$ cat src/hdl/cpu_core_pkg.sv
//****************************************************************************
// Datapath types of the 16-bit CPU execute slice.
// Stages and testbench refer to these by scoped name.
//****************************************************************************
`default_nettype none

package cpu_core_pkg;

	typedef logic [15:0] word_t;	// Data word.
	typedef logic [15:0] addr_t;	// Memory or port address.
	typedef logic [3:0] reg_idx_t;	// Register number.
	typedef logic [3:0] vector_t;	// Software interrupt vector.

	// Size of the register file, one word per index.
	localparam int NUM_REGS = 16;

endpackage

`default_nettype wire
$ cat src/hdl/cpu_isa_pkg.sv
//****************************************************************************
// Instruction set of the 16-bit CPU: classes, field positions, opcodes
// and the decode helpers used by the execute stage and the bench model.
//****************************************************************************
`default_nettype none

package cpu_isa_pkg;

	// Field positions, the same for every instruction class.
	localparam int CLASS_MSB = 15;
	localparam int CLASS_LSB = 12;
	localparam int OP_MSB = 11;
	localparam int OP_LSB = 8;
	localparam int A_MSB = 7;
	localparam int A_LSB = 4;
	localparam int B_MSB = 3;
	localparam int B_LSB = 0;
	localparam int PREFIX_MSB = 11;	// Imm prefix payload is 11..0.

	typedef enum logic [3:0] {
		CLS_SYS    = 4'd0,
		CLS_IMM    = 4'd1,
		CLS_ALU_RR = 4'd2,
		CLS_ALU_RI = 4'd3,
		CLS_BRANCH = 4'd4,
		CLS_LOAD   = 4'd5,
		CLS_STORE  = 4'd6,
		CLS_PEEK   = 4'd7,
		CLS_POKE   = 4'd8
	} ins_class_t;

	typedef enum logic [3:0] {
		SYS_NOP   = 4'd0,
		SYS_SLEEP = 4'd1,
		SYS_RET   = 4'd2,
		SYS_IRET  = 4'd3,
		SYS_INT   = 4'd4,
		SYS_EI    = 4'd5,
		SYS_DI    = 4'd6
	} sys_op_t;

	typedef enum logic [3:0] {
		ALU_MOV = 4'd0,
		ALU_ADD = 4'd1,
		ALU_ADC = 4'd2,
		ALU_SUB = 4'd3,
		ALU_SBC = 4'd4,
		ALU_AND = 4'd5,
		ALU_OR  = 4'd6,
		ALU_XOR = 4'd7,
		ALU_CMP = 4'd8
	} alu_op_t;

	typedef enum logic [3:0] {
		BR_ALWAYS = 4'd0,
		BR_Z      = 4'd1,
		BR_NZ     = 4'd2,
		BR_C      = 4'd3,
		BR_NC     = 4'd4,
		BR_S      = 4'd5,
		BR_NS     = 4'd6
	} branch_cond_t;

	function automatic ins_class_t class_of(input cpu_core_pkg::word_t ins);
		return ins_class_t'(ins[CLASS_MSB:CLASS_LSB]);
	endfunction

	function automatic cpu_core_pkg::reg_idx_t field_a(input cpu_core_pkg::word_t ins);
		return ins[A_MSB:A_LSB];
	endfunction

	function automatic cpu_core_pkg::reg_idx_t field_b(input cpu_core_pkg::word_t ins);
		return ins[B_MSB:B_LSB];
	endfunction

	function automatic alu_op_t alu_op_of(input cpu_core_pkg::word_t ins);
		return alu_op_t'(ins[OP_MSB:OP_LSB]);
	endfunction

	function automatic branch_cond_t cond_of(input cpu_core_pkg::word_t ins);
		return branch_cond_t'(ins[OP_MSB:OP_LSB]);
	endfunction

	function automatic sys_op_t sys_op_of(input cpu_core_pkg::word_t ins);
		return sys_op_t'(ins[OP_MSB:OP_LSB]);
	endfunction

	// Vector and immediate nibble share the B field.
	function automatic cpu_core_pkg::vector_t vector_of(input cpu_core_pkg::word_t ins);
		return ins[B_MSB:B_LSB];
	endfunction

	function automatic logic [3:0] imm_nibble_of(input cpu_core_pkg::word_t ins);
		return ins[B_MSB:B_LSB];
	endfunction

	function automatic logic [11:0] prefix_of(input cpu_core_pkg::word_t ins);
		return ins[PREFIX_MSB:0];
	endfunction

	function automatic logic branch_taken(input branch_cond_t cond, input logic z,
		input logic c, input logic s);
		case (cond)
			BR_ALWAYS: return 1'b1;
			BR_Z:      return z;
			BR_NZ:     return !z;
			BR_C:      return c;
			BR_NC:     return !c;
			BR_S:      return s;
			BR_NS:     return !s;
			default:   return 1'b0;	// Reserved codes never branch.
		endcase
	endfunction

endpackage

`default_nettype wire

$ cat src/hdl/cpu_exec_slice.sv
//****************************************************************************
// Execute slice of the 16-bit CPU: issue, execute and ALU stages wired
// between the instruction strobe and the memory, port and PC outputs.
//****************************************************************************
`default_nettype none
`timescale 1ns/10ps

module cpu_exec_slice (
	input wire logic CLK,
	input wire logic RSTb,
	input wire logic instr_valid,
	input wire cpu_core_pkg::word_t instr,
	output logic load_memory,
	output logic store_memory,
	output cpu_core_pkg::addr_t load_store_address,
	output cpu_core_pkg::word_t memory_out,
	output logic port_rd,
	output logic port_wr,
	output cpu_core_pkg::addr_t port_address,
	output cpu_core_pkg::word_t port_out,
	output logic load_pc,
	output cpu_core_pkg::addr_t new_pc,
	output logic halt,
	output logic int_enabled,
	output logic wb_en,
	output cpu_core_pkg::reg_idx_t wb_reg,
	output cpu_core_pkg::word_t wb_data,
	output logic flag_z,
	output logic flag_c,
	output logic flag_s
);

	cpu_core_pkg::word_t ex_instr;
	cpu_core_pkg::word_t reg_a;
	cpu_core_pkg::word_t reg_b;
	cpu_core_pkg::word_t imm_reg;
	logic is_executing;

	logic alu_valid;
	cpu_isa_pkg::alu_op_t alu_op;
	cpu_core_pkg::word_t alu_a;
	cpu_core_pkg::word_t alu_b;
	cpu_core_pkg::reg_idx_t alu_dest;

	issue_stage issue_i (
		.CLK(CLK), .RSTb(RSTb),
		.instr_valid(instr_valid), .instr(instr),
		.wb_en(wb_en), .wb_reg(wb_reg), .wb_data(wb_data),
		.ex_instr(ex_instr), .reg_a(reg_a), .reg_b(reg_b),
		.imm_reg(imm_reg), .is_executing(is_executing)
	);

	execute_stage execute_i (
		.CLK(CLK), .RSTb(RSTb),
		.ex_instr(ex_instr), .is_executing(is_executing),
		.reg_a(reg_a), .reg_b(reg_b), .imm_reg(imm_reg),
		.flag_z(flag_z), .flag_c(flag_c), .flag_s(flag_s),
		.load_memory(load_memory), .store_memory(store_memory),
		.load_store_address(load_store_address), .memory_out(memory_out),
		.port_rd(port_rd), .port_wr(port_wr),
		.port_address(port_address), .port_out(port_out),
		.load_pc(load_pc), .new_pc(new_pc),
		.int_enabled(int_enabled), .halt(halt),
		.alu_valid(alu_valid), .alu_op(alu_op),
		.alu_a(alu_a), .alu_b(alu_b), .alu_dest(alu_dest)
	);

	alu_stage alu_i (
		.CLK(CLK), .RSTb(RSTb),
		.alu_valid(alu_valid), .alu_op(alu_op),
		.alu_a(alu_a), .alu_b(alu_b), .alu_dest(alu_dest),
		.wb_en(wb_en), .wb_reg(wb_reg), .wb_data(wb_data),
		.flag_z(flag_z), .flag_c(flag_c), .flag_s(flag_s)
	);

endmodule

`default_nettype wire

$ cat src/hdl/alu_stage.sv
//****************************************************************************
// ALU stage: computes the registered operation, drives register
// write-back and holds the Z, C and S flags for branch conditions.
//****************************************************************************
`default_nettype none
`timescale 1ns/10ps

module alu_stage (
	input wire logic CLK,
	input wire logic RSTb,
	input wire logic alu_valid,
	input wire cpu_isa_pkg::alu_op_t alu_op,
	input wire cpu_core_pkg::word_t alu_a,
	input wire cpu_core_pkg::word_t alu_b,
	input wire cpu_core_pkg::reg_idx_t alu_dest,
	output logic wb_en,
	output cpu_core_pkg::reg_idx_t wb_reg,
	output cpu_core_pkg::word_t wb_data,
	output logic flag_z,
	output logic flag_c,
	output logic flag_s
);

	// Result word with carry (or borrow) in the top bit.
	typedef logic [16:0] carry_word_t;

	carry_word_t wide;
	carry_word_t a_ext;
	carry_word_t b_ext;
	carry_word_t c_ext;

	assign a_ext = {1'b0, alu_a};
	assign b_ext = {1'b0, alu_b};
	assign c_ext = {16'b0, flag_c};

	always_comb begin
		case (alu_op)
			cpu_isa_pkg::ALU_MOV: wide = {flag_c, alu_b};
			cpu_isa_pkg::ALU_ADD: wide = a_ext + b_ext;
			cpu_isa_pkg::ALU_ADC: wide = a_ext + b_ext + c_ext;
			cpu_isa_pkg::ALU_SUB,
			cpu_isa_pkg::ALU_CMP: wide = a_ext - b_ext;	// Top bit is borrow.
			cpu_isa_pkg::ALU_SBC: wide = a_ext - b_ext - c_ext;
			cpu_isa_pkg::ALU_AND: wide = {1'b0, alu_a & alu_b};
			cpu_isa_pkg::ALU_OR:  wide = {1'b0, alu_a | alu_b};
			cpu_isa_pkg::ALU_XOR: wide = {1'b0, alu_a ^ alu_b};
			default:              wide = b_ext;
		endcase
	end

	// Compare only touches the flags.
	assign wb_en = alu_valid && (alu_op != cpu_isa_pkg::ALU_CMP);
	assign wb_reg = alu_dest;
	assign wb_data = wide[15:0];

	always_ff @(posedge CLK) begin
		if (!RSTb) begin
			flag_z <= 1'b0;
			flag_c <= 1'b0;
			flag_s <= 1'b0;
		end else if (alu_valid && alu_op != cpu_isa_pkg::ALU_MOV) begin
			flag_z <= (wide[15:0] == 16'h0000);
			flag_c <= wide[16];
			flag_s <= wide[15];
		end
	end

	// A request from the execute stage carries a fully known operation.
	request_known: assert property (@(posedge CLK) disable iff (!RSTb)
		alu_valid |-> !$isunknown({alu_op, alu_a, alu_b, alu_dest}));

endmodule

`default_nettype wire

$ cat src/hdl/execute_stage.sv
//****************************************************************************
// Execute stage: decodes the issued instruction into memory, port, PC,
// interrupt-flag and halt actions, and registers the ALU request.
//****************************************************************************
`default_nettype none
`timescale 1ns/10ps

module execute_stage (
	input wire logic CLK,
	input wire logic RSTb,
	input wire cpu_core_pkg::word_t ex_instr,
	input wire logic is_executing,
	input wire cpu_core_pkg::word_t reg_a,
	input wire cpu_core_pkg::word_t reg_b,
	input wire cpu_core_pkg::word_t imm_reg,
	input wire logic flag_z,
	input wire logic flag_c,
	input wire logic flag_s,
	output logic load_memory,
	output logic store_memory,
	output cpu_core_pkg::addr_t load_store_address,
	output cpu_core_pkg::word_t memory_out,
	output logic port_rd,
	output logic port_wr,
	output cpu_core_pkg::addr_t port_address,
	output cpu_core_pkg::word_t port_out,
	output logic load_pc,
	output cpu_core_pkg::addr_t new_pc,
	output logic int_enabled,
	output logic halt,
	output logic alu_valid,
	output cpu_isa_pkg::alu_op_t alu_op,
	output cpu_core_pkg::word_t alu_a,
	output cpu_core_pkg::word_t alu_b,
	output cpu_core_pkg::reg_idx_t alu_dest
);

	cpu_isa_pkg::ins_class_t ins_class;
	cpu_isa_pkg::sys_op_t sys_op;
	cpu_core_pkg::addr_t eff_addr;	// Register B plus immediate.
	logic is_alu;
	logic int_set;
	logic int_clear;

	assign ins_class = cpu_isa_pkg::class_of(ex_instr);
	assign sys_op = cpu_isa_pkg::sys_op_of(ex_instr);
	assign eff_addr = reg_b + imm_reg;
	assign is_alu = (ins_class == cpu_isa_pkg::CLS_ALU_RR) ||
		(ins_class == cpu_isa_pkg::CLS_ALU_RI);

	// Load and store.
	always_comb begin
		load_memory = 1'b0;
		store_memory = 1'b0;
		load_store_address = '0;
		memory_out = '0;
		if (is_executing && ins_class == cpu_isa_pkg::CLS_LOAD) begin
			load_memory = 1'b1;
			load_store_address = eff_addr;
		end
		if (is_executing && ins_class == cpu_isa_pkg::CLS_STORE) begin
			store_memory = 1'b1;
			load_store_address = eff_addr;
			memory_out = reg_a;
		end
	end

	// Peek and poke.
	always_comb begin
		port_rd = 1'b0;
		port_wr = 1'b0;
		port_address = '0;
		port_out = '0;
		if (is_executing && ins_class == cpu_isa_pkg::CLS_PEEK) begin
			port_rd = 1'b1;
			port_address = eff_addr;
		end
		if (is_executing && ins_class == cpu_isa_pkg::CLS_POKE) begin
			port_wr = 1'b1;
			port_address = eff_addr;
			port_out = reg_a;
		end
	end

	// PC loads from branch, return and software interrupt.
	always_comb begin
		load_pc = 1'b0;
		new_pc = '0;
		if (is_executing) begin
			if (ins_class == cpu_isa_pkg::CLS_BRANCH) begin
				if (cpu_isa_pkg::branch_taken(cpu_isa_pkg::cond_of(ex_instr),
					flag_z, flag_c, flag_s)) begin
					load_pc = 1'b1;
					new_pc = reg_a + imm_reg;
				end
			end else if (ins_class == cpu_isa_pkg::CLS_SYS) begin
				if (sys_op == cpu_isa_pkg::SYS_RET || sys_op == cpu_isa_pkg::SYS_IRET) begin
					load_pc = 1'b1;
					new_pc = reg_a;
				end else if (sys_op == cpu_isa_pkg::SYS_INT) begin
					load_pc = 1'b1;
					new_pc = {11'b0, cpu_isa_pkg::vector_of(ex_instr), 1'b0};	// Two words per vector.
				end
			end
		end
	end

	// Interrupt enable and sleep.
	always_comb begin
		int_set = 1'b0;
		int_clear = 1'b0;
		halt = 1'b0;
		if (is_executing && ins_class == cpu_isa_pkg::CLS_SYS) begin
			case (sys_op)
				cpu_isa_pkg::SYS_EI, cpu_isa_pkg::SYS_IRET: int_set = 1'b1;
				cpu_isa_pkg::SYS_DI: int_clear = 1'b1;
				cpu_isa_pkg::SYS_SLEEP: halt = 1'b1;
				default: ;
			endcase
		end
	end

	always_ff @(posedge CLK) begin
		if (!RSTb) begin
			int_enabled <= 1'b0;
			alu_valid <= 1'b0;
		end else begin
			if (int_set)
				int_enabled <= 1'b1;
			else if (int_clear)
				int_enabled <= 1'b0;
			alu_valid <= is_executing && is_alu;
		end
	end

	// ALU request, held for one cycle behind alu_valid.
	always_ff @(posedge CLK) begin
		if (is_executing && is_alu) begin
			alu_op <= cpu_isa_pkg::alu_op_of(ex_instr);
			alu_a <= reg_a;
			alu_dest <= cpu_isa_pkg::field_a(ex_instr);	// Result goes back to A.
			if (ins_class == cpu_isa_pkg::CLS_ALU_RI)
				alu_b <= imm_reg;
			else
				alu_b <= reg_b;
		end
	end

	// Each executing instruction drives at most one bus request.
	one_request: assert property (@(posedge CLK) disable iff (!RSTb)
		$onehot0({load_memory, store_memory, port_rd, port_wr, load_pc}));

	sleep_no_jump: assert property (@(posedge CLK) disable iff (!RSTb)
		!(halt && load_pc));

endmodule

`default_nettype wire

$ cat src/hdl/issue_stage.sv
//****************************************************************************
// Issue stage: register file, immediate prefix and the issue register
// that presents one instruction and its operands to the execute stage.
//****************************************************************************
`default_nettype none
`timescale 1ns/10ps

module issue_stage (
	input wire logic CLK,
	input wire logic RSTb,
	input wire logic instr_valid,
	input wire cpu_core_pkg::word_t instr,
	input wire logic wb_en,
	input wire cpu_core_pkg::reg_idx_t wb_reg,
	input wire cpu_core_pkg::word_t wb_data,
	output cpu_core_pkg::word_t ex_instr,
	output cpu_core_pkg::word_t reg_a,
	output cpu_core_pkg::word_t reg_b,
	output cpu_core_pkg::word_t imm_reg,
	output logic is_executing
);

	cpu_core_pkg::word_t regs [cpu_core_pkg::NUM_REGS];

	logic prefix_pending;		// Last accepted instruction was a prefix.
	logic [11:0] prefix_data;
	logic is_prefix;

	cpu_core_pkg::reg_idx_t idx_a;
	cpu_core_pkg::reg_idx_t idx_b;
	cpu_core_pkg::word_t opnd_a;
	cpu_core_pkg::word_t opnd_b;
	cpu_core_pkg::word_t imm_next;

	assign is_prefix = (cpu_isa_pkg::class_of(instr) == cpu_isa_pkg::CLS_IMM);
	assign idx_a = cpu_isa_pkg::field_a(instr);
	assign idx_b = cpu_isa_pkg::field_b(instr);

	// Write-back in the read cycle bypasses the array.
	assign opnd_a = (wb_en && wb_reg == idx_a) ? wb_data : regs[idx_a];
	assign opnd_b = (wb_en && wb_reg == idx_b) ? wb_data : regs[idx_b];

	always_comb begin
		if (prefix_pending)
			imm_next = {prefix_data, cpu_isa_pkg::imm_nibble_of(instr)};
		else
			imm_next = {{12{instr[cpu_isa_pkg::B_MSB]}}, cpu_isa_pkg::imm_nibble_of(instr)};
	end

	always_ff @(posedge CLK) begin
		if (!RSTb) begin
			for (int i = 0; i < cpu_core_pkg::NUM_REGS; i++)
				regs[i] <= '0;
		end else if (wb_en) begin
			regs[wb_reg] <= wb_data;
		end
	end

	always_ff @(posedge CLK) begin
		if (!RSTb) begin
			prefix_pending <= 1'b0;
			is_executing <= 1'b0;
		end else begin
			is_executing <= instr_valid && !is_prefix;	// Prefixes never execute.
			if (instr_valid)
				prefix_pending <= is_prefix;	// Idle cycles keep a pending prefix.
		end
	end

	always_ff @(posedge CLK) begin
		if (instr_valid && is_prefix)
			prefix_data <= cpu_isa_pkg::prefix_of(instr);
		if (instr_valid && !is_prefix) begin
			ex_instr <= instr;
			reg_a <= opnd_a;
			reg_b <= opnd_b;
			imm_reg <= imm_next;
		end
	end

	// Write-back enable comes from the ALU stage two cycles on.
	wb_en_known: assert property (@(posedge CLK) disable iff (!RSTb)
		!$isunknown(wb_en));

endmodule

`default_nettype wire

$ cat config.mk
export PLATFORM = sky130hd
export DESIGN_NAME = cpu_exec_slice
export DESIGN_NICKNAME = d
export VERILOG_FILES = /design/src/hdl/cpu_core_pkg.sv /design/src/hdl/cpu_isa_pkg.sv /design/src/hdl/cpu_exec_slice.sv /design/src/hdl/alu_stage.sv /design/src/hdl/execute_stage.sv /design/src/hdl/issue_stage.sv
export SDC_FILE = /design/constraint.sdc
export NUM_CORES = 1
export LEC_CHECK = 0
export BUFFER_PORTS_ARGS = -buffer_cell sky130_fd_sc_hd__clkbuf_2
export CAP_MARGIN = 20
export CORE_AREA = 5 5 200 202
export CTS_CLUSTER_SIZE = 30
export DETAILED_ROUTE_END_ITERATION = 10
export DIE_AREA = 0 0 205 207
export GPL_TIMING_DRIVEN = 0
export PLACE_DENSITY = 0.89
export SLEW_MARGIN = 20
export SYNTH_ARGS = -nofsm -noshare
export SYNTH_HDL_FRONTEND = slang
export SYNTH_SLANG_ARGS = --single-unit
$ cat constraint.sdc
create_clock -name CLK -period 5.5 [get_ports CLK]
set_input_delay 0.55 -clock CLK [delete_from_list [all_inputs] [get_ports CLK]]
set_output_delay 0.55 -clock CLK [all_outputs]
set_load 0.005 [all_outputs]
=== After elaboration in Yosys (flattened, before gate mapping) ===
Memory sizes are Yosys's and may differ from the RTL's.
Cells that the tools add are included.

* Input bits: 19
* Logic and storage cells: 125
* Register bits after elaboration: 123
* Memories kept: 1
* Bits in writable memories: 256

{| class="wikitable"
|+ Memories
! memory !! words !! bits a word !! rd ports !! clocked after Yosys merged registers in !! wr ports !! RTL line !! RTL
|-
| issue_i.regs || 16 || 16 || 2 || 0 || 16 || issue_stage.sv:23 || <nowiki>cpu_core_pkg::word_t regs [cpu_core_pkg::NUM_REGS];</nowiki>
|}

* Mux-type cells: 45
* Add/sub/neg operators: 6
* Reduce and logical (&&, ||, !) cells: 28
* Eq/ne operators: 25
* Bitwise gates (word level): 4

{| class="wikitable"
|+ Operator list
! kind !! count
|-
| 16-bit 2-to-1 mux || 16
|-
| 17-bit case mux with 8 select lines || 1
|-
| 4-bit by 3-bit == test with 1-bit output (second input constant) || 11
|-
| 16-bit adder || 2
|-
| 1-bit 2-to-1 mux || 25
|-
| 4-bit by 2-bit == test with 1-bit output (second input constant) || 6
|-
| 16-bit by 16-bit adder with 17-bit output || 1
|-
| 17-bit by 1-bit adder with 17-bit output || 1
|-
| 16-bit by 16-bit subtractor with 17-bit output || 1
|-
| 17-bit by 1-bit subtractor with 17-bit output || 1
|-
| 16-bit bitwise AND || 1
|-
| 16-bit zero test || 1
|-
| 16-bit bitwise OR || 1
|-
| 16-bit OR reduction || 1
|-
| 16-bit XOR || 1
|-
| 4-bit by 1-bit == test with 1-bit output (second input constant) || 3
|-
| 1-bit logical AND || 12
|-
| 4-bit zero test || 3
|-
| 4-bit == test || 2
|-
| 4-bit == test (second input constant) || 2
|-
| 1-bit case mux with 7 select lines || 1
|-
| 5-bit 2-to-1 mux || 1
|-
| 1-bit zero test || 4
|-
| 4-bit 2-to-1 mux || 1
|-
| other kinds (7) || 9
|}

=== Logic depth before layout (Yosys ltp) ===
* Depth in word-level cells: 7
* Depth in mapped cells: 16
* Depth with buffers taken out: 15

=== Modules after synthesis ===
A second synthesis with hierarchy kept.

* Cells, all modules: 1,997
* Area total of the unflattened synthesis: 24,387.1 µm²

{| class="wikitable"
|+ Modules (own cells, without submodules)
! module !! area an instance (µm²) !! instances !! cells an instance !! seq. area each (µm²)
|-
| issue_stage || 16,623.4 || 1 || 1,010 || 9,889.5
|-
| alu_stage || 4,070.2 || 1 || 584 || 60.1
|-
| execute_stage || 3,693.5 || 1 || 403 || 1,241.2
|}

=== Least setup slack after synthesis ===
No wires, ideal clock.

* Kind: reg-to-output
* Start: reg execute_i.alu_b[1]
* End: out wb_data[14]
* Setup slack: 1.244 ns
* Cell stages (with the launch flop): 16
* Buffers on the path: 2
* Arrival: 3.706 ns
* Required time: 4.950 ns
* Path through: edfxtp_1 > inv_1 > ha_1 > or2_1 > a2111oi_4 > a211oi_1 > or3_1 > or3_1 > nor4_1 > nand3_1 > xnor2_1 > nand2_1 > a31o_2 > clkbuf_1 > inv_1 > buf_4

* Cells in the longest elaborated chain, start to end: 3
* Elaborated cells between the ends (all ways): 5

{| class="wikitable"
|+ RTL lines
! what !! RTL line !! RTL
|-
| start: declaration || execute_stage.sv:34 || <nowiki>output cpu_core_pkg::word_t alu_b,</nowiki>
|-
| start signal: assignment || execute_stage.sv:143 || <nowiki>alu_b <= imm_reg;</nowiki>
|-
| start signal: assignment || execute_stage.sv:145 || <nowiki>alu_b <= reg_b;</nowiki>
|-
| 16-bit by 16-bit subtractor with 17-bit output / 16-bit by 16-bit adder with 17-bit output (equally long branches) || -- ||
|-
| 17-bit by 1-bit subtractor with 17-bit output / 17-bit by 1-bit adder with 17-bit output (equally long branches) || alu_stage.sv:43, alu_stage.sv:40 ||
|-
| 17-bit case mux with 8 select lines * || alu_stage.sv:37 || <nowiki>case (alu_op)</nowiki>
|-
| end: declaration || cpu_exec_slice.sv:27 || <nowiki>output cpu_core_pkg::word_t wb_data,</nowiki>
|}

Every way passes the cells marked *; elsewhere a longest branch is shown, timed or not.

=== Worst setup path in the final report ===
* Start: reg execute_i.alu_b[4]
* End: out wb_data[15]

Same word-level chain as after synthesis.

==> reports/qor.yml <==
worst_setup_path:
  crit_start: "execute_i.alu_b[4]"
  crit_type: "reg2out"
  r2r_start: "execute_i.alu_b[4]"
  worstRegToRegCells: 15
  r2r_end: "issue_i.regs[6][15]"
  worst_setup_path_end_kind: "output pin"
  r2r_setup_slack_ps: 510
  crit_path_start_kind: "register"
  endpoint: "wb_data[15]"
  crit_arrival_ps: 4940
  cp_max_fo: 10
  crit_required_ps: 4950
route:
  firstDrtPassIters: 6
  via_per_inst: 7.08
  dr_total_vias: 19000
  ant_nets: 0
  wl_met3_um: 9260
  drt_iter0_drc: 2841
  routedWlPerCell_um: 28.5
  wl_met1_um: 24200
  routed_wl_um: 76500
  top_layer_used: "met5"
  dr_wl_met2_um: 36500
  drc: 0
die:
  core_area_mm2: 0.0381
  fp.dieArea_mm2: 0.0424
  io-pin-count: 130
  start_util_pct: 61.2
  die_w_um: 205
  rows: 72
  die_h_um: 207
yosys:
  ys_seq_elements: 375
  syn_area_per_cell_um2: 11.9
  synth_area_leader_cell: "edfxtp_1"
  netlist_top_cells_area: "edfxtp_1 47%, mux4_2 15%, nor2_1 5.9%"
  ys_seq_area_share_pct: 48.0
  synthCells: 1958
  syn-num-nets: 2063
  synth_edf_count: 368
  async_flop_share_pct: 0
  synth_ff_type: "edfxtp_1"
  syn_area_mm2: 0.0233
  synth_cell_type_count: 83
  synth.top_cell.area_share_pct: 47.4
  synth_warnings: 0
run_status:
  status: "finished clean"
power_and_ir_drop:
  totalPowerFinal_w: 0.00720
  ir_worst_vdd_mv: 0.304
  power_density_mw_per_mm2: 275
  p_leak_nw: 9.90
timing:
  max_clock_freq_ghz: 0.182
  min_period_ps: 5490
  worst_slew_pin_slew_ps: 1210
  slew_headroom_pct: 19.0
  setup_viol: 0
  finalHoldViolations: 0
  worst_hold_slack_ps: 199
  rsz0062_at_grt: "yes"
  fin_crit_sh_pct: 99.8
  finalClockSkew_ps: 16.2
  slew_viol_final: 0
placement:
  dp.cells: 2611
  placed_area_mm2: 0.0247
  dpl.hpwl_um: 56300
  gp_congestion: 1.03
  io_buffers: 128
clock_network:
  htree_levels: 2
  cts_buffers: 39
  cts_max_path_buffers: 3
  cts_tree: "built"
  insertion_delay_ps: 550
  clkTransAtPathRegs_ps: 60
  cts_num_sinks: 375
  clock_tree.root_cell: "clkbuf_16"
flow_run:
  cap_viol_max_count: 0
worst_hold_path:
  hold_path_class: "in2reg"
  hold_depth: 1
cells_and_area:
  largest_reg_flops: 256
  stdcell_count: 2685
  regMostFlops: "issue_i.regs"
  synthToLayoutAreaGrowth_pct: 12.5
  fin_area_mm2: 0.0262
  drive_gt1_share_pct: 22.8
  nets: 2244
global_route:
  overflow: 0
  grtUsageTotal_pct: 35.5
  grt_pass1_wl_um: 115000
  grt_max_degree: 31
  antenna_found_initial: 5
  grt_pass1_vias: 18800
==> routing by layer <==
layer / vias up / GRT usage, %
li1: 7714 / -
met1: 9067 / 42.2
met2: 1764 / 58.6
met3: 456 / 7.90
met4: 10 / 22.7
met5: - / 0
==> worst max-delay path, cell delays in order, from the launching register on <==
cell	delay (ps)
edfxtp_1	440
inv_1	90
ha_1	430
buf_4	230
o211ai_1	160
o21a_1	290
o211ai_1	400
nand3_1	260
or3_1	430
a2111oi_2	400
nor2_1	90
o32ai_1	420
a21boi_4	320
inv_1	160
buf_4	170
clkbuf_2	120
==> timing repair <==
action                                  4_1_cts  5_1_grt
pin swaps                                     1        2
hold buffers                                  0        0
setup buffers                                 0        6
endpoints found under the setup margin        5        8
gates resized for setup                      12       14
gates cloned                                  0        0
==> power by group <==
part,internal (W),switching (W),leakage [nW]
Sequential,0.00328,0.000130,3.71
Clock,0.00159,0.00114,0.629
Combinational,0.000440,0.000614,5.56
==> per-stage QoR <==
stage / util (%) / setup TNS [ps] / setup WS, ps
6_report: 68.8 / 0 / 10.5
4_1_cts: 68.4 / -44.9 / -44.9
3_3_place_gp: 64.5 / -27290 / -675
5_1_grt: 68.8 / -173 / -173
3_5_place_dp: 64.9 / 0 / 172
2_1_floorplan: - / 0 / 1240
==> cell type report <==
class                   count  area [µm²]
inverters                  80         304
multi-input cells        1359       11400
clock inverters            23         248
fillers                  2480       11900
clock buffers              45        1040
plain buffers             143         628
flip-flops and latches    375       11200
well taps                 518         648
diodes                      1        2.50
repair buffers            141         772
==> Yosys cell counts (6+ instances only) <==
cell / count
edfxtp_1: 368
a211o_1: 6
a22oi_1: 9
nor2b_1: 19
dfxtp_1: 7
o21bai_1: 10
or3_1: 12
a211oi_1: 13
xor2_1: 25
o2111ai_1: 6
nor3b_1: 10
ha_1: 82
nand3_1: 27
and3_1: 12
xnor2_1: 47
and2_1: 41
o21ai_0: 47
nor2_1: 369
buf_4: 19
clkbuf_1: 104
buf_1: 14
a21o_1: 15
mux2_2: 49
nor3_1: 26
o22ai_1: 6
or4_1: 6
a31oi_1: 8
buf_2: 7
o211ai_1: 12
inv_1: 79
a221oi_1: 12
a21oi_1: 57
nand2_1: 121
nor4_1: 15
or2_2: 6
o21a_1: 9
nand4_1: 10
nand2b_1: 12
a221o_1: 7
mux4_2: 160
==> worst min path at each step <==
stage | slack (ps) | endpoint | start
after floorplan | 400 | execute_i.alu_dest[0] | issue_i.ex_instr[4]
after global placement | 400 | execute_i.alu_dest[0] | issue_i.ex_instr[4]
after detailed placement | 410 | execute_i.alu_dest[2] | issue_i.ex_instr[6]
after CTS | 190 | issue_i.ex_instr[15] | instr[15]
after global routing | 210 | issue_i.ex_instr[13] | instr[13]
final | 200 | issue_i.ex_instr[15] | instr[15]
==> cells by family (layout without fill, tap and decap cells) <==
logic type,Yosys count,in the layout,synth area share (%)
muxes,213,213,18.0
buffers and inverters,224,432,3.95
AOI/OAI and AO/OA,282,282,8.80
xor gates and xnor gates,73,73,2.78
DFF,375,375,48.0
and+or+nand+nor,705,705,13.7
adders and majority gates,86,86,4.75
other,0,1,0
==> cells in the final DEF, fill, tap and decap left out, types with 7 or more instances in the layout <==
| master | netlist | layout |
|---|---|---|
| edfxtp_1 | 368 | 368 |
| a21oi_1 | 57 | 57 |
| nand2_1 | 121 | 121 |
| a221oi_1 | 12 | 12 |
| clkbuf_16 | 0 | 41 |
| a221o_1 | 7 | 7 |
| and2_1 | 41 | 41 |
| o211ai_1 | 12 | 12 |
| a31oi_1 | 8 | 8 |
| nor3b_1 | 10 | 8 |
| buf_2 | 7 | 8 |
| xor2_1 | 25 | 25 |
| nand4_1 | 10 | 10 |
| mux4_2 | 160 | 160 |
| clkinv_1 | 0 | 8 |
| dfxtp_1 | 7 | 7 |
| or3_1 | 12 | 12 |
| nor3_1 | 26 | 23 |
| nor2_1 | 369 | 369 |
| a211oi_1 | 13 | 9 |
| nand2b_1 | 12 | 12 |
| and3_1 | 12 | 12 |
| nand3_1 | 27 | 27 |
| nor4_1 | 15 | 13 |
| inv_1 | 79 | 78 |
| mux2_2 | 49 | 49 |
| a22oi_1 | 9 | 9 |
| nor2b_1 | 19 | 18 |
| ha_1 | 82 | 82 |
| o21ai_0 | 47 | 47 |
| o21a_1 | 9 | 9 |
| clkbuf_2 | 0 | 137 |
| buf_4 | 19 | 28 |
| a21o_1 | 15 | 15 |
| xnor2_1 | 47 | 46 |
| o21bai_1 | 10 | 10 |
| clkbuf_1 | 104 | 106 |
No activity file was read; power rests on OpenSTA's default activity.
